## src/common/adventurePkg.sv

```systemverilog
package adventurePkg;

	typedef logic [9:0] pixelX_t;
	typedef logic [8:0] pixelY_t;
	typedef logic [3:0] roomCoord_t;

	// 3-3-2 RGB, same packing as the VGA DAC
	typedef struct packed {
		logic [2:0] red;
		logic [2:0] green;
		logic [1:0] blue;
	} color_t;

	typedef enum logic [1:0] {
		HELD_NONE   = 2'd0,
		HELD_YELLOW = 2'd1,
		HELD_BLACK  = 2'd2
	} heldKey_t;

	////////////////////
	// Game pace and screen
	////////////////////
	localparam int STEP_PERIOD  = 16;
	localparam int STEP_COUNT_W = $clog2(STEP_PERIOD);

	localparam pixelX_t X_MAX        = 10'd624;
	localparam pixelX_t X_MIN        = 10'd16;
	localparam pixelY_t Y_MAX        = 9'd470;
	localparam pixelY_t Y_MIN        = 9'd10;
	localparam pixelX_t ENTRY_LEFT   = 10'd20;
	localparam pixelX_t ENTRY_RIGHT  = 10'd619;
	localparam pixelY_t ENTRY_TOP    = 9'd14;
	localparam pixelY_t ENTRY_BOTTOM = 9'd466;
	localparam roomCoord_t ROOM_LIMIT = 4'd8;
	localparam int PUSH_BACK = 7;

	localparam pixelX_t START_X         = 10'd320;
	localparam pixelY_t START_Y         = 9'd380;
	localparam roomCoord_t START_ROOM_X = 4'd3;
	localparam roomCoord_t START_ROOM_Y = 4'd5;
	localparam int PLAYER_HALF = 9;

	////////////////////
	// Keys and gates
	////////////////////
	localparam pixelX_t YELLOW_KEY_X         = 10'd128;
	localparam pixelY_t YELLOW_KEY_Y         = 9'd220;
	localparam roomCoord_t YELLOW_KEY_ROOM_X = 4'd3;
	localparam roomCoord_t YELLOW_KEY_ROOM_Y = 4'd5;
	localparam pixelX_t BLACK_KEY_X          = 10'd128;
	localparam pixelY_t BLACK_KEY_Y          = 9'd220;
	localparam roomCoord_t BLACK_KEY_ROOM_X  = 4'd4;
	localparam roomCoord_t BLACK_KEY_ROOM_Y  = 4'd7;
	localparam int KEY_W        = 32;
	localparam int KEY_H        = 8;
	localparam int KEY_ROW      = 4;    // one row of the key outline
	localparam int CARRY_OFFSET = 15;

	localparam pixelX_t GATE_X = 10'd304;
	localparam pixelY_t GATE_Y = 9'd280;
	localparam int GATE_BARS   = 4;
	localparam int GATE_PITCH  = 10;
	localparam int GATE_BAR_W  = 5;
	localparam int GATE_BAR_H  = 80;
	localparam roomCoord_t YELLOW_CASTLE_X = 4'd3;
	localparam roomCoord_t YELLOW_CASTLE_Y = 4'd5;
	localparam roomCoord_t BLACK_CASTLE_X  = 4'd1;
	localparam roomCoord_t BLACK_CASTLE_Y  = 4'd3;
	localparam pixelX_t UNLOCK_X_LO  = 10'd288;
	localparam pixelX_t UNLOCK_X_HI  = 10'd352;
	localparam pixelY_t UNLOCK_Y     = 9'd360;
	localparam pixelY_t GATE_BLOCK_Y = 9'd352;

	// Room colours
	localparam color_t COLOR_YELLOW     = 8'hFC;
	localparam color_t COLOR_BLACK      = 8'h00;
	localparam color_t COLOR_MAZE       = 8'h27;
	localparam color_t COLOR_GREEN      = 8'h1C;
	localparam color_t COLOR_DEFAULT    = 8'hFF;
	localparam color_t COLOR_KEY_ROOM   = 8'hF0;
	localparam color_t COLOR_CHALICE    = 8'h87;
	localparam color_t COLOR_BLACK_YARD = 8'hCC;
	localparam color_t COLOR_LEFT_HALL  = 8'h78;
	localparam color_t COLOR_RIGHT_HALL = 8'h90;

endpackage
```

## src/common/gameView.sv

```systemverilog
// Game state shared by the state keepers and the compositor
interface gameView
	import adventurePkg::*;
();

	pixelX_t    playerX;
	pixelY_t    playerY;
	roomCoord_t roomX;
	roomCoord_t roomY;
	color_t     roomColor;

	pixelX_t  yellowKeyX;
	pixelY_t  yellowKeyY;
	pixelX_t  blackKeyX;
	pixelY_t  blackKeyY;
	logic     yellowUsed;
	logic     blackUsed;
	heldKey_t held;

	modport player (output playerX, playerY, roomX, roomY, roomColor);

	modport keys (
		input  playerX, playerY, roomX, roomY,
		output yellowKeyX, yellowKeyY, blackKeyX, blackKeyY, yellowUsed, blackUsed, held
	);

	modport render (
		input playerX, playerY, roomX, roomY, roomColor,
		input yellowKeyX, yellowKeyY, blackKeyX, blackKeyY, yellowUsed, blackUsed, held
	);

endinterface

```

## src/hdl/adventureTop.sv

```systemverilog
module adventureTop
	import adventurePkg::*;
(
	input  logic       turn,
	input  logic       rst,
	input  logic [3:0] buttons,
	input  pixelX_t    pixelX,
	input  pixelY_t    pixelY,
	input  logic       blank,
	input  color_t     mapPixel,
	output color_t     color,
	output roomCoord_t roomX,
	output roomCoord_t roomY,
	output color_t     roomColor
);

	logic step;
	logic bump;

	gameView view ();

	stepTimer uStep (
		.turn (turn),
		.rst  (rst),
		.step (step)
	);

	playerMotion uPlayer (
		.turn    (turn),
		.rst     (rst),
		.step    (step),
		.buttons (buttons),
		.bump    (bump),
		.view    (view.player)
	);

	keyTracker uKeys (
		.turn (turn),
		.rst  (rst),
		.step (step),
		.view (view.keys)
	);

	pixelCompositor uRender (
		.turn     (turn),
		.rst      (rst),
		.pixelX   (pixelX),
		.pixelY   (pixelY),
		.blank    (blank),
		.mapPixel (mapPixel),
		.view     (view.render),
		.color    (color),
		.bump     (bump)
	);

	// Room outputs feed the external map generator
	assign roomX     = view.roomX;
	assign roomY     = view.roomY;
	assign roomColor = view.roomColor;

endmodule

```

## src/render/pixelCompositor.sv

```systemverilog
module pixelCompositor
	import adventurePkg::*;
(
	input  logic       turn,
	input  logic       rst,
	input  pixelX_t    pixelX,
	input  pixelY_t    pixelY,
	input  logic       blank,
	input  color_t     mapPixel,
	gameView.render    view,
	output color_t     color,
	output logic       bump
);

	logic inYellowCastle;
	logic inBlackCastle;
	logic gateShown;
	logic gateBar;
	logic yellowHit;
	logic blackHit;
	logic playerHit;
	logic gateZone;

	function automatic logic spanX(pixelX_t px, pixelX_t kx, int lo, int hi);
		return px >= kx + pixelX_t'(lo) && px <= kx + pixelX_t'(hi);
	endfunction

	// Three-row key outline, stem pointing left
	function automatic logic keyShape(pixelX_t px, pixelY_t py, pixelX_t kx, pixelY_t ky);
		logic topRow;
		logic midRow;
		logic lowRow;
		topRow = py >= ky - pixelY_t'(KEY_ROW) && py < ky;
		midRow = py >= ky && py < ky + pixelY_t'(KEY_ROW);
		lowRow = py >= ky + pixelY_t'(KEY_ROW) && py < ky + pixelY_t'(KEY_H);
		return (topRow && spanX(px, kx, 22, KEY_W))
			|| (midRow && (spanX(px, kx, 0, 24) || spanX(px, kx, 28, KEY_W)))
			|| (lowRow && (spanX(px, kx, 0, 4) || spanX(px, kx, 8, 12)
				|| spanX(px, kx, 22, KEY_W)));
	endfunction

	assign inYellowCastle = view.roomX == YELLOW_CASTLE_X && view.roomY == YELLOW_CASTLE_Y;
	assign inBlackCastle  = view.roomX == BLACK_CASTLE_X && view.roomY == BLACK_CASTLE_Y;
	assign gateShown = (inYellowCastle && !view.yellowUsed) || (inBlackCastle && !view.blackUsed);

	always_comb begin
		gateBar = 1'b0;
		for (int i = 0; i < GATE_BARS; i++) begin
			if (pixelX >= GATE_X + pixelX_t'(i * GATE_PITCH)
					&& pixelX < GATE_X + pixelX_t'(i * GATE_PITCH + GATE_BAR_W))
				gateBar = 1'b1;
		end
		gateBar = gateBar && pixelY >= GATE_Y && pixelY <= GATE_Y + pixelY_t'(GATE_BAR_H);
	end

	// Keys show in their home room or while carried
	assign yellowHit = !view.yellowUsed
		&& ((view.roomX == YELLOW_KEY_ROOM_X && view.roomY == YELLOW_KEY_ROOM_Y)
			|| view.held == HELD_YELLOW)
		&& keyShape(pixelX, pixelY, view.yellowKeyX, view.yellowKeyY);
	assign blackHit = !view.blackUsed
		&& ((view.roomX == BLACK_KEY_ROOM_X && view.roomY == BLACK_KEY_ROOM_Y)
			|| view.held == HELD_BLACK)
		&& keyShape(pixelX, pixelY, view.blackKeyX, view.blackKeyY);

	assign playerHit = pixelX >= view.playerX - pixelX_t'(PLAYER_HALF)
		&& pixelX < view.playerX + pixelX_t'(PLAYER_HALF)
		&& pixelY >= view.playerY - pixelY_t'(PLAYER_HALF)
		&& pixelY < view.playerY + pixelY_t'(PLAYER_HALF);

	// Player standing in front of a castle gate
	assign gateZone = view.playerX > UNLOCK_X_LO && view.playerY < GATE_BLOCK_Y;

	////////////////////
	// Output pixel
	////////////////////
	always_ff @(posedge turn) begin
		if (rst) begin
			color <= '0;
			bump <= 1'b0;
		end else if (blank) begin
			color <= '0;
		end else begin
			if (gateShown && gateBar)
				color <= COLOR_BLACK;
			else if (yellowHit)
				color <= COLOR_YELLOW;
			else if (blackHit)
				color <= COLOR_BLACK;
			else if (playerHit)
				color <= view.roomColor;
			else
				color <= mapPixel;

			// Bump by colour match, the gate decides on its own
			if (playerHit) begin
				if (inYellowCastle && gateZone)
					bump <= !view.yellowUsed;
				else if (inBlackCastle && gateZone)
					bump <= !view.blackUsed;
				else
					bump <= mapPixel == view.roomColor;
			end
		end
	end

endmodule

```

## src/items/keyTracker.sv

```systemverilog
module keyTracker
	import adventurePkg::*;
(
	input  logic turn,
	input  logic rst,
	input  logic step,
	gameView.keys view
);

	logic inYellowKeyRoom;
	logic inBlackKeyRoom;
	logic atUnlockSpot;

	// Player centre inside the key box
	function automatic logic onKey(pixelX_t px, pixelY_t py, pixelX_t kx, pixelY_t ky);
		return px > kx && px < kx + pixelX_t'(KEY_W)
			&& py > ky - pixelY_t'(KEY_ROW) && py < ky + pixelY_t'(KEY_H);
	endfunction

	assign inYellowKeyRoom = view.roomX == YELLOW_KEY_ROOM_X && view.roomY == YELLOW_KEY_ROOM_Y;
	assign inBlackKeyRoom  = view.roomX == BLACK_KEY_ROOM_X && view.roomY == BLACK_KEY_ROOM_Y;
	assign atUnlockSpot = view.playerX > UNLOCK_X_LO && view.playerX < UNLOCK_X_HI
		&& view.playerY < UNLOCK_Y;

	always_ff @(posedge turn) begin
		if (rst) begin
			view.yellowKeyX <= YELLOW_KEY_X;
			view.yellowKeyY <= YELLOW_KEY_Y;
			view.blackKeyX <= BLACK_KEY_X;
			view.blackKeyY <= BLACK_KEY_Y;
			view.yellowUsed <= 1'b0;
			view.blackUsed <= 1'b0;
			view.held <= HELD_NONE;
		end else if (step) begin
			// Pickup, black wins if both touch
			if (inYellowKeyRoom && !view.yellowUsed
					&& onKey(view.playerX, view.playerY, view.yellowKeyX, view.yellowKeyY))
				view.held <= HELD_YELLOW;
			if (inBlackKeyRoom && !view.blackUsed
					&& onKey(view.playerX, view.playerY, view.blackKeyX, view.blackKeyY))
				view.held <= HELD_BLACK;

			if (view.held == HELD_YELLOW) begin
				view.yellowKeyX <= view.playerX + pixelX_t'(CARRY_OFFSET);
				view.yellowKeyY <= view.playerY;
				if (view.roomX == YELLOW_CASTLE_X && view.roomY == YELLOW_CASTLE_Y && atUnlockSpot)
					view.yellowUsed <= 1'b1;
			end
			if (view.held == HELD_BLACK) begin
				view.blackKeyX <= view.playerX + pixelX_t'(CARRY_OFFSET);
				view.blackKeyY <= view.playerY;
				if (view.roomX == BLACK_CASTLE_X && view.roomY == BLACK_CASTLE_Y && atUnlockSpot)
					view.blackUsed <= 1'b1;
			end
		end
	end

endmodule

```

## src/player/playerMotion.sv

```systemverilog
module playerMotion
	import adventurePkg::*;
(
	input  logic       turn,
	input  logic       rst,
	input  logic       step,
	input  logic [3:0] buttons,
	input  logic       bump,
	gameView.player    view
);

	logic moveRight;
	logic moveDown;
	logic moveUp;
	logic moveLeft;

	// Destination room through the side edges
	roomCoord_t rightRoomX;
	roomCoord_t rightRoomY;
	roomCoord_t leftRoomX;
	roomCoord_t leftRoomY;

	function automatic color_t roomLookup(roomCoord_t x, roomCoord_t y);
		if (x == 4'd3 && y <= 4'd5)
			return COLOR_YELLOW;
		else if (x == 4'd4 && y == 4'd7)
			return COLOR_KEY_ROOM;
		else if (x == 4'd1 && y == 4'd1)
			return COLOR_CHALICE;
		else if (x == 4'd1 && y == 4'd2)
			return COLOR_BLACK_YARD;
		else if (x == 4'd1 && y == 4'd3)
			return COLOR_BLACK;
		else if (x == 4'd1 || (x == 4'd2 && y < 4'd6))
			return COLOR_MAZE;
		else if (x == 4'd2 && y == 4'd6)
			return COLOR_LEFT_HALL;
		else if (x == 4'd3 && y == 4'd6)
			return COLOR_GREEN;
		else if (x == 4'd4 && y == 4'd6)
			return COLOR_RIGHT_HALL;
		return COLOR_DEFAULT;
	endfunction

	assign moveRight = buttons[0];
	assign moveDown  = buttons[1];
	assign moveUp    = buttons[2];
	assign moveLeft  = buttons[3];

	////////////////////
	// Maze portals
	////////////////////
	always_comb begin
		rightRoomX = view.roomX + roomCoord_t'(1);
		rightRoomY = view.roomY;
		leftRoomX = view.roomX - roomCoord_t'(1);
		leftRoomY = view.roomY;
		if (view.roomX == 4'd1 && view.roomY == 4'd6) begin
			rightRoomX = 4'd1;
			rightRoomY = 4'd4;
			leftRoomX = 4'd2;
			leftRoomY = 4'd4;
		end else if (view.roomX == 4'd2 && view.roomY == 4'd5) begin
			rightRoomX = 4'd1;
			rightRoomY = 4'd5;
		end else if (view.roomX == 4'd2 && view.roomY == 4'd4) begin
			rightRoomX = 4'd1;
			rightRoomY = 4'd6;
		end else if (view.roomX == 4'd1 && view.roomY == 4'd5) begin
			leftRoomX = 4'd2;
			leftRoomY = 4'd5;
		end else if (view.roomX == 4'd1 && view.roomY == 4'd4) begin
			leftRoomX = 4'd1;
			leftRoomY = 4'd6;
		end
	end

	////////////////////
	// Position and room
	////////////////////
	always_ff @(posedge turn) begin
		if (rst) begin
			view.playerX <= START_X;
			view.playerY <= START_Y;
			view.roomX <= START_ROOM_X;
			view.roomY <= START_ROOM_Y;
			view.roomColor <= roomLookup(START_ROOM_X, START_ROOM_Y);
		end else if (step) begin
			// Later buttons win on the same axis
			if (moveRight && view.playerX < X_MAX)
				view.playerX <= bump ? view.playerX - pixelX_t'(PUSH_BACK) : view.playerX + 10'd1;
			if (moveDown && view.playerY < Y_MAX)
				view.playerY <= bump ? view.playerY - pixelY_t'(PUSH_BACK) : view.playerY + 9'd1;
			if (moveUp && view.playerY > Y_MIN)
				view.playerY <= bump ? view.playerY + pixelY_t'(PUSH_BACK) : view.playerY - 9'd1;
			if (moveLeft && view.playerX > X_MIN)
				view.playerX <= bump ? view.playerX + pixelX_t'(PUSH_BACK) : view.playerX - 10'd1;

			// Edge crossing overrides movement
			if (view.playerX >= X_MAX && view.roomX != ROOM_LIMIT) begin
				view.roomX <= rightRoomX;
				view.roomY <= rightRoomY;
				view.playerX <= ENTRY_LEFT;
			end else if (view.playerY >= Y_MAX && view.roomY != ROOM_LIMIT) begin
				view.roomY <= view.roomY + roomCoord_t'(1);
				view.playerY <= ENTRY_TOP;
			end else if (view.playerY <= Y_MIN && view.roomY != '0) begin
				view.roomY <= view.roomY - roomCoord_t'(1);
				view.playerY <= ENTRY_BOTTOM;
			end else if (view.playerX <= X_MIN && view.roomX != '0) begin
				view.roomX <= leftRoomX;
				view.roomY <= leftRoomY;
				view.playerX <= ENTRY_RIGHT;
			end

			// lags the room by one step
			view.roomColor <= roomLookup(view.roomX, view.roomY);
		end
	end

endmodule

```

## src/hdl/stepTimer.sv

```systemverilog
module stepTimer
	import adventurePkg::*;
(
	input  logic turn,
	input  logic rst,
	output logic step
);

	logic [STEP_COUNT_W-1:0] count;

	// One-cycle pulse at the end of every period
	always_ff @(posedge turn) begin
		if (rst) begin
			count <= '0;
			step <= 1'b0;
		end else if (count == STEP_COUNT_W'(STEP_PERIOD - 1)) begin
			count <= '0;
			step <= 1'b1;
		end else begin
			count <= count + STEP_COUNT_W'(1);
			step <= 1'b0;
		end
	end

endmodule

```

## config.mk

```make
export PLATFORM = sky130hd
export DESIGN_NAME = adventureTop
export DESIGN_NICKNAME = d
export VERILOG_FILES = /design/src/common/adventurePkg.sv /design/src/common/gameView.sv /design/src/hdl/adventureTop.sv /design/src/render/pixelCompositor.sv /design/src/items/keyTracker.sv /design/src/player/playerMotion.sv /design/src/hdl/stepTimer.sv
export SDC_FILE = /design/constraint.sdc
export NUM_CORES = 1
export LEC_CHECK = 0
export ABC_AREA = 1
export BUFFER_PORTS_ARGS = -buffer_cell sky130_fd_sc_hd__buf_2
export CAP_MARGIN = 25
export CORE_AREA = 2 2 166 168
export CTS_BUF_LIST = sky130_fd_sc_hd__clkbuf_8
export CTS_CLUSTER_SIZE = 8
export DETAILED_ROUTE_END_ITERATION = 10
export DIE_AREA = 0 0 168 170
export PLACE_DENSITY = 0.8
export SKIP_LAST_GASP = 1
export SLEW_MARGIN = 20
export SYNTH_ARGS = -nofsm -noshare
export SYNTH_HDL_FRONTEND = slang
export SYNTH_SLANG_ARGS = --single-unit
```

## constraint.sdc

```tcl
create_clock -name turn -period 3 [get_ports turn]
set_clock_uncertainty 0.05 [all_clocks]
set_input_delay 0.15 -clock turn [delete_from_list [all_inputs] [get_ports turn]]
set_output_delay 0.15 -clock turn [all_outputs]
set_load 0.05 [all_outputs]
```

After elaboration in Yosys (flattened, before gate mapping)
Index checks and enable logic that the tools add are counted.

Flip-flop bits (word level): 91. Input port bits: 34. Output and inout bits: 24. Logic and storage cells: 327.

$add $sub $neg: 38. Order comparisons: 64. Equality and inequality tests: 22. Multiplexer cells: 72. Bitwise operators: 1. Reductions and logical operators: 110.

Operators with widths (number): $mux W8 (13); $mux W4 (24); $ge A10 B10 Y1 (9); $lt A9 B9 Y1 (9); $le A10 B10 Y1 (8); $mux W10 (8); $logic_and A1 B1 Y1 (77); $ge A9 B9 Y1 (7); $mux W9 (7); $add A10 B4 Y10 const B (6); $add A10 B5 Y10 const B (6); $lt A10 B9 Y1 const B (5); $ge A10 B9 Y1 const B (4); $add A10 B3 Y10 const B (3); $lt A10 B10 Y1 (3); $add A9 B3 Y9 const B (3); $add A9 B4 Y9 const B (3); $lt A9 B9 Y1 const B (3); $sub A9 B3 Y9 const B (3); $add A10 B6 Y10 const B (2); $eq A4 B3 Y1 const B (5); $gt A10 B10 Y1 (2); $ge A9 B9 Y1 const B (2); $gt A9 B9 Y1 (2); 44 further kinds (93).

Logic depth before layout (Yosys ltp)
Gate-level depths: netlist (run 1).

Word-level depth: 14. Mapped depth: 25. Depth with buffers taken out: 24.

By module
From an unflattened synthesis (run 1), not the netlist that was laid out.

Cells, all modules: 2627. Area total of the unflattened synthesis: 16892.5 um2.

Modules (own cells, without submodules): pixelCompositor (times used 1, cells an instance 1383, area an instance 8720.9 um2, seq. area each 180.2 um2); playerMotion (times used 1, cells an instance 671, area an instance 4164.0 um2, seq. area each 680.7 um2); keyTracker (times used 1, cells an instance 553, area an instance 3831.2 um2, seq. area each 840.8 um2); stepTimer (times used 1, cells an instance 20, area an instance 176.4 um2, seq. area each 100.1 um2).

Least setup slack after synthesis (run 1)
OpenSTA, ideal clock, no wires.

Kind: register to register. Start point: reg uPlayer.view.playerX[0]. End point: reg uRender.bump. Library setup time: 0.113 ns. Arrival time: 2.941 ns. Required time: 2.837 ns. Path slack: -0.104 ns. Stages on the path, launching flop included: 25. Path buffers: 1. Period minus slack after synthesis: 3.104 ns. Cell sequence: dfxtp_1 > clkbuf_1 > inv_1 > ha_1 > inv_1 > nor2_4 > nor2_1 > nor2_1 > inv_1 > nor2_1 > nand2_1 > xor2_1 > inv_1 > ha_1 > nand2_1 > nor2_1 > nand3b_1 > nand4_1 > nand2_1 > nor2_2 > nand2_2 > inv_2 > nand2_1 > nor2_1 > nor2_1.

Longest elaborated chain between the ends: 6. Elaborated cells between the ends (all ways): 14. Those cells by class: add/sub: 2; order compare: 3; mux: 2; reduce/logical: 7.

RTL lines: start, declared (line gameView.sv:20) `modport player (output playerX, playerY, roomX, roomY, roomColor);`; start signal, assigned (line playerMotion.sv:91) `view.playerX <= bump ? view.playerX - pixelX_t'(PUSH_BACK) : view.playerX + 10'd1;`; start signal, assigned (line playerMotion.sv:97) `view.playerX <= bump ? view.playerX + pixelX_t'(PUSH_BACK) : view.playerX - 10'd1;`; $sub A10 B4 Y10 / $add A10 B4 Y10 (equally long branches) (line pixelCompositor.sv:66, pixelCompositor.sv:67); $ge A10 B10 Y1 / $lt A10 B10 Y1 (equally long branches) (line pixelCompositor.sv:66, pixelCompositor.sv:67); $logic_and A1 B1 Y1 (line pixelCompositor.sv:67) `&& pixelX < view.playerX + pixelX_t'(PLAYER_HALF)`; $logic_and A1 B1 Y1 (line pixelCompositor.sv:68) `&& pixelY >= view.playerY - pixelY_t'(PLAYER_HALF)`; $logic_and A1 B1 Y1 (line pixelCompositor.sv:69) `&& pixelY < view.playerY + pixelY_t'(PLAYER_HALF);`; $reduce_and A2 Y1 (no line); end signal, assigned (line pixelCompositor.sv:98) `bump <= !view.yellowUsed;`; end signal, assigned (line pixelCompositor.sv:100) `bump <= !view.blackUsed;`; end signal, assigned (line pixelCompositor.sv:102) `bump <= mapPixel == view.roomColor;`; end, declared (line pixelCompositor.sv:12) `output logic bump`.

Several ways; a longest one is shown, not always the timed one. A chain may end at the register's enable or synchronous reset.

Worst setup path in the final report (run 1)
Start point: reg uPlayer.view.playerY[1]. End point: reg, netlist name uRender.color[5].

Longest elaborated chain between the ends: 7. Elaborated cells between the ends (all ways): 9. Those cells by class: add/sub: 2; order compare: 2; mux: 3; reduce/logical: 2.

RTL lines: start, declared (line gameView.sv:20); start signal, assigned (line playerMotion.sv:93) `view.playerY <= bump ? view.playerY - pixelY_t'(PUSH_BACK) : view.playerY + 9'd1;`; start signal, assigned (line playerMotion.sv:95) `view.playerY <= bump ? view.playerY + pixelY_t'(PUSH_BACK) : view.playerY - 9'd1;`; $sub A9 B4 Y9 (line pixelCompositor.sv:68); $ge A9 B9 Y1 (line pixelCompositor.sv:68); $logic_and A1 B1 Y1 (line pixelCompositor.sv:68); $logic_and A1 B1 Y1 * (line pixelCompositor.sv:69); $mux W8 * (line pixelCompositor.sv:90) `else if (playerHit)`; $mux W8 * (line pixelCompositor.sv:88) `else if (blackHit)`; $mux W8 * (line pixelCompositor.sv:86) `else if (yellowHit)`.

Mark *: on every way between the ends. The rest lies on a longest branch, timed or not.

==> out/qor.yml, run 1 <==
finish:
  seq_area_um2: 1820
  n_fill_cell: 2404
  drive_gt1_share_pct: 14.4
  synthToLayoutAreaGrowth_pct: 12.5
  final_core_util_pct: 66.7
  multi_input_comb_area_um2: 12900
  final_nets: 2967
flow_run:
  drv_cap: 0
critical_path:
  crit_path_max_incr_delay_ps: 350
  crit_chain: "inv_2 -> ha_4 -> inv_2 -> o21ai_2 -> nand3_2 -> buf_4 -> xor2_1 -> ha_1 -> buf_4 -> a21oi_1 -> o21a_1 -> o211ai_1 -> nor2_2 -> nor2_4 -> buf_6 -> nand3_2 -> nand2_1 -> nand3_1 -> nand2_1"
  cp_max_fo: 5
  timing.critical_path.buf_inv: 5
  critical_path.startpoint_type: "register"
  critical-path-top-delay-family: "simple AND/OR/NAND/NOR gates"
  cp.arrival_ps: 3190
  crit_slowest_cell: "dfxtp_2"
  r2r_cells: 19
  r2r_start: "uPlayer.view.playerY[1]"
  worstSetupPathType: "register to register"
  worstPathRequired_ps: 3240
  critPathCaptureType: "register"
  r2r_end: "uRender.color[5]"
  r2r_slack_ps: 60
yosys:
  ys_seq_area_share_pct: 11.4
  synth.area.top_cells: "ha_1 (27%), nand2_1 (14%), dfxtp_1 (11%)"
  yosysWarnings: 0
  async_flop_share_pct: 0
  synth_seq_cells: 90
  synth.distinct_cells: 63
  synth_top_area_share_pct: 26.5
  avgSynthCellArea_um2: 6.44
  ys.flop_type: "dfxtp_1"
  synth_edf_count: 0
  synthCells: 2452
  syn_area_um2: 15800
  synth_area_leader_cell: "ha_1"
  syn-num-nets: 2821
pwr:
  swShare_pct: 37.3
  pwr-share-comb_pct: 27.2
  p_seq_share_pct: 42.7
  ir_drop_uv: 197
  power_density_nw_per_um2: 160
  clkPwrFrac_pct: 30.1
  leakagePower_nw: 9.05
  power.total_w: 0.00285
  p_int_w: 0.00178
  switching_power_w: 0.00106
cts:
  cts.htree.levels: 3
  clk_latency_ps: 400
  clock_sinks: 90
  cts-buffers-inserted: 9
  clockBufferDepth: 2
  ctsRootBufferMaster: "clkbuf_8"
  cts_tree: "yes"
  path_clk_slew_ps: 110
sta:
  fmax_ghz: 0.340
  setup_viol: 0
  hold_viol: 0
  fin_crit_ps: 2940
  drv_slew: 0
  setup_ws_ps: 55.7
  tightest_slew_ps: 673
  fin_crit_sh_pct: 98.1
  rsz0062_at_grt: "true"
  max_slew_margin_pct: 55.1
global_routing:
  antenna_found_initial: 2
  grt.overflow.total: 0
  grt_pass1_wl_um: 79400
  track_usage_pct: 34.3
  grt_pass1_vias: 16101
  grt_max_degree: 42
die:
  initial_core_util_pct: 59.3
  core_um2: 26700
  ios: 58
  fp-row-count: 60
  die-height_um: 170
  fp.dieArea_um2: 28600
  die_w_um: 168
detailed_routing:
  wl_per_cell_um: 17.2
  first_iter_violations: 1440
  first_pass_iters: 6
  routed_wl_um: 50700
  vias: 17341
  viasPerCell: 5.89
  ant_nets: 0
  drc: 0
min_path:
  min_to: "uRender.color[0]"
  hold_path_depth: 5
  worstHoldPathType: "input port to register"
  hp-start: "mapPixel[0]"
place:
  io_buffers: 57
  hpwl_um: 39300
  globalplace.congestion: 0.977
  post-place-ws_ps: -77.2
run_status:
  outcome: "finished clean"
[cell usage after synthesis, types with 2 or more instances]
cell type / instances
nand2_1: 600
ha_1: 335
inv_1: 300
nor2_1: 209
a21oi_1: 208
nand3_1: 134
xor2_1: 116
o21ai_0: 110
dfxtp_1: 90
nand4_1: 44
nor3_1: 36
clkbuf_1: 30
o211ai_1: 29
inv_2: 21
o21a_1: 19
xnor2_1: 18
buf_2: 14
nand2_2: 12
o21ai_1: 12
a21o_1: 10
o21bai_1: 9
nand2_4: 8
nor2_2: 8
nor4_1: 8
or2_2: 6
nor2_4: 5
a31oi_1: 4
buf_4: 4
nand3b_1: 4
buf_6: 3
clkinv_1: 3
nand3_2: 3
nor3_2: 3
a21oi_2: 2
mux2_2: 2
nor3b_1: 2
o2111a_1: 2
o2111ai_1: 2
o221ai_1: 2
o31ai_1: 2
[power by group through the flow]
stage / Clock [W] / Combinational (W) / Sequential [W]
2_1_floorplan: 0 / 0.000446 / 0.00127
3_3_place_gp: 0 / 0.000701 / 0.00124
3_5_place_dp: 0 / 0.000726 / 0.00124
4_1_cts: 0.000865 / 0.000731 / 0.00122
5_1_grt: 0.000914 / 0.000863 / 0.00122
6_report: 0.000856 / 0.000774 / 0.00122
[cell type report]
type | count | area share [%]
multi-input combinational | 1987 | 72.4
sequential | 90 | 10.3
timing repair buffer | 186 | 7.07
inverter | 324 | 6.84
tap | 341 | 2.40
clock buffer | 9 | 0.697
clock inverter | 7 | 0.324
antenna | 2 | 0.0282
[worst register-to-register path: stages, from the launching register on]
cell and delay, ps:
dfxtp_2 350, inv_2 70, ha_4 140, inv_2 40, o21ai_2 170, nand3_2 160, buf_4 170, xor2_1 130
ha_1 340, buf_4 150, a21oi_1 150, o21a_1 140, o211ai_1 100, nor2_2 210, nor2_4 80, buf_6 140
nand3_2 50, nand2_1 60, nand3_1 80, nand2_1 60
[per-layer routing]
layer	vias up	share of wire [%]	GRT usage [%]
li1	8429	-	-
met1	7931	40	41.6
met2	777	47	59.5
met3	204	7.7	4.30
met4	0	5.7	17.9
met5	-	0	0
[worst max path at each step]
stage	slack [ps]	start	to	cells after the start
2_1_floorplan	20	uPlayer.view.playerX[0]	uRender.bump	24
6_report	60	uPlayer.view.playerY[1]	uRender.color[5]	19
4_1_cts	-4	uKeys.view.yellowKeyX[5]	uRender.color[0]	17
5_1_grt	-120	uPlayer.view.playerX[2]	uRender.color[3]	22
3_3_place_gp	60	uPlayer.view.playerX[0]	uRender.color[7]	22
3_5_place_dp	-80	uKeys.view.yellowKeyX[4]	uRender.color[0]	18
[registers in the layout (all words and copies together) (netlist names), 2 cells and up]
signal                  flops
uRender.color               8
uStep.count                 4
uKeys.view.held             2
uPlayer.view.playerY        9
uPlayer.view.roomColor      7
uKeys.view.blackKeyX       10
uPlayer.view.roomY          4
uPlayer.view.roomX          4
uKeys.view.yellowKeyY       9
uPlayer.view.playerX       10
uKeys.view.blackKeyY        9
uKeys.view.yellowKeyX      10
[cells in the final DEF, fill, tap and decap left out, drive strengths merged, types with 7 or more instances in the layout]
master,instances
nor4,8
buf,186
or2,7
clkbuf,9
xor2,116
nand3,138
o21bai,11
a21oi,210
nor3,39
ha,335
o21ai,123
nand2,621
xnor2,18
inv,328
o211ai,30
nand4,45
dfxtp,90
o21a,19
nor2,222
a21o,10
[cells by family (layout without fill, tap and decap cells)]
group / count (synthesis) / in the layout / share of synthesized area (%)
xor gates and xnor gates: 134 / 134 / 7.43
adders and majority gates: 335 / 335 / 26.5
other: 0 / 2 / 0
and+or+nand+nor: 1087 / 1088 / 29.6
DFF: 90 / 90 / 11.4
muxes: 2 / 2 / 0.143
buffers and inverters: 376 / 526 / 9.28
AOI/OAI and AO/OA: 428 / 428 / 15.6
[stage by stage]
| step | hold slack, ps | setup TNS (ps) | instance area (um2) | instances |
|---|---|---|---|---|
| floorplan | 306 | 0 | 15800 | 2452 |
| global placement | 383 | 0 | 17100 | 2909 |
| detailed placement | 385 | -465 | 17100 | 2909 |
| CTS | 19.4 | -3.88 | 17300 | 2925 |
| global route | 62.0 | -727 | 17800 | 2946 |
| finish | 25.3 | 0 | 17800 | 2946 |
[timing repair]
item	in CTS	in global routing
resized for setup	6	106
gates cloned	0	1
hold buffers	0	0
endpoints found under the setup margin	8	11
pin swaps	0	51
buffers inserted	0	18
Note: power is estimated with default switching activity, not from simulation.
==> run 2: changes to the inputs <==
--- a/config.mk
+++ b/config.mk
@@ -13,9 +13,9 @@
 export CTS_CLUSTER_SIZE = 8
 export DETAILED_ROUTE_END_ITERATION = 10
 export DIE_AREA = 0 0 168 170
-export PLACE_DENSITY = 0.8
+export PLACE_DENSITY = 0.82
 export SKIP_LAST_GASP = 1
-export SLEW_MARGIN = 20
+export SLEW_MARGIN = 30
 export SYNTH_ARGS = -nofsm -noshare
 export SYNTH_HDL_FRONTEND = slang
 export SYNTH_SLANG_ARGS = --single-unit
==> run 2 against run 1 <==
Via count down 0.26%. Fmax down 1.4%. Sequential power about the same. Sequential cell count unchanged. Highest routed layer unchanged. Largest power group unchanged. Setup slack worse by 41 ps. Hold slack better by 32 ps.
==> out/qor.yml, run 2 (same netlist as run 1, synthesis figures left out) <==
detailed_routing:
  wl_per_cell_um: 17.4
  viasPerCell: 5.89
  ant_nets: 0
  drt-met1-wl_um: 20600
  first_iter_violations: 1611
  route.met3.wl_um: 3970
  drc: 0
  top_layer: "met4"
  vias: 17296
  dr_wl_met2_um: 23800
  routed_wl_um: 51100
  first_pass_iters: 8
cts:
  path_clk_slew_ps: 120
  clockBufferDepth: 2
  ctsHoldBuffers: 0
  cts_tree: "yes"
  clock_sinks: 90
  cts-buffers-inserted: 9
  cts.htree.levels: 3
  ctsRootBufferMaster: "clkbuf_8"
  clk_latency_ps: 410
sta:
  setup_viol: 0
  fin_crit_ps: 2990
  setup_ws_ps: 14.7
  hold_viol: 0
  fmax_ghz: 0.335
  rsz0062_at_grt: "true"
  drv_slew: 0
  max_slew_margin_pct: 54.9
  tightest_slew_ps: 677
  fin_crit_sh_pct: 99.5
pwr:
  power_density_nw_per_um2: 167
  leakagePower_nw: 9.01
  ir_drop_uv: 289
die:
  ios: 58
  fp-row-count: 60
  fp.dieArea_um2: 28600
  core_um2: 26700
  die-height_um: 170
  die_w_um: 168
  initial_core_util_pct: 59.3
finish:
  n_antenna_cell: 0
  n_fill_cell: 2397
  drive_gt1_share_pct: 12.6
  top_regs: "uKeys.view.blackKeyX (10), uKeys.view.yellowKeyX (10), uPlayer.view.playerX (10)"
  multi_input_comb_area_um2: 12700
  seq_area_um2: 1820
  final_common_cell: "nand2_1"
  final_core_util_pct: 66.0
  final_nets: 2959
  final_cell_mix: "nand2_1 (592), ha_1 (331), inv_1 (295)"
  synthToLayoutAreaGrowth_pct: 11.4
global_routing:
  grt_pass1_vias: 16287
  grt_max_degree: 42
  grt_pass1_wl_um: 80100
  track_usage_pct: 34.8
  grt.overflow.total: 0
  antenna_found_initial: 1
critical_path:
  cp.arrival_ps: 3270
  crit_slowest_cell: "dfxtp_2"
  worstSetupPathType: "register to register"
  crit_chain: "inv_1 -> nand2_1 -> nor2_1 -> inv_1 -> nand2_1 -> nand2_1 -> nor3_2 -> nand3_1 -> xor2_1 -> inv_1 -> ha_4 -> nand2_4 -> o21a_1 -> nand4_1 -> nand2_2 -> nor2_4 -> nand2_4 -> inv_4 -> nand2_2 -> nand2_1 -> inv_1 -> nor2_1"
  critical_path.startpoint_type: "register"
  critPathCaptureType: "register"
  worstPathRequired_ps: 3290
  critical-path-top-delay-family: "simple AND/OR/NAND/NOR gates"
  timing.critical_path.buf_inv: 5
  crit_path_max_incr_delay_ps: 360
  cp_max_fo: 5
min_path:
  worstHoldPathType: "input port to register"
place:
  io_buffers: 57
  post-place-ws_ps: -29.7
  hpwl_um: 39700
  globalplace.congestion: 1.00
run_status:
  outcome: "finished clean"
flow_run:
  drv_cap: 0
==> run 2: area by class of cell <==
cell class | count | area share (%)
Sequential cell | 90 | 10.3
Multi-Input combinational cell | 1987 | 72.3
Timing Repair Buffer | 178 | 6.80
Clock buffer | 9 | 0.704
Clock inverter | 7 | 0.469
Inverter | 324 | 6.93
Tap cell | 341 | 2.42
==> run 2: worst paths after layout <==
kind,depth (start not counted),end,slack (ps),startpoint
setup / recovery,22,uRender.color[1],10,uPlayer.view.playerX[2]
hold / removal,5,uRender.color[6],60,mapPixel[6]
setup reg to reg,22,uRender.color[1],10,uPlayer.view.playerX[2]
hold reg to reg,1,uStep.count[0],410,uStep.count[0]
==> run 2: report_power, final <==
part	internal (W)	leakage, nW	switching, W
registers	0.00120	0.731	0.0000104
clock network	0.000402	0.104	0.000553
logic	0.000257	8.18	0.000510
total	0.00186	9.01	0.00107
==> run 2: stage by stage <==
step                      power [W]  std cells  setup TNS (ps)  hold WS (ps)  cell area (um2)
after CTS                   0.00290       2926               0          48.6            17300
after detailed placement    0.00197       2910           -77.8           391            17100
final                       0.00294       2936               0          57.5            17600
after global routing        0.00306       2936           -1720          83.4            17600
after floorplan             0.00171       2452               0           306            15800
after global placement      0.00194       2910               0           381            17100
==> run 2: metal layers <==
layer  track usage (%)  vias to the layer above
met3              2.86                      188
li1                  -                     8413
met1              42.9                     7890
met4              18.6                        0
met5                 0                        -
met2              60.5                      805
==> run 2: tightest hold or removal path: stages <==
cell	delay, ps
buf_2	110
nand2_1	60
nand2_1	50
nand3_1	70
nand2_1	50
==> run 2: timing repair <==
item | CTS | global route
resized for setup | 8 | 58
setup buffers | 0 | 9
pin swaps | 1 | 26
endpoints found under the setup margin | 9 | 11
gates cloned | 0 | 1
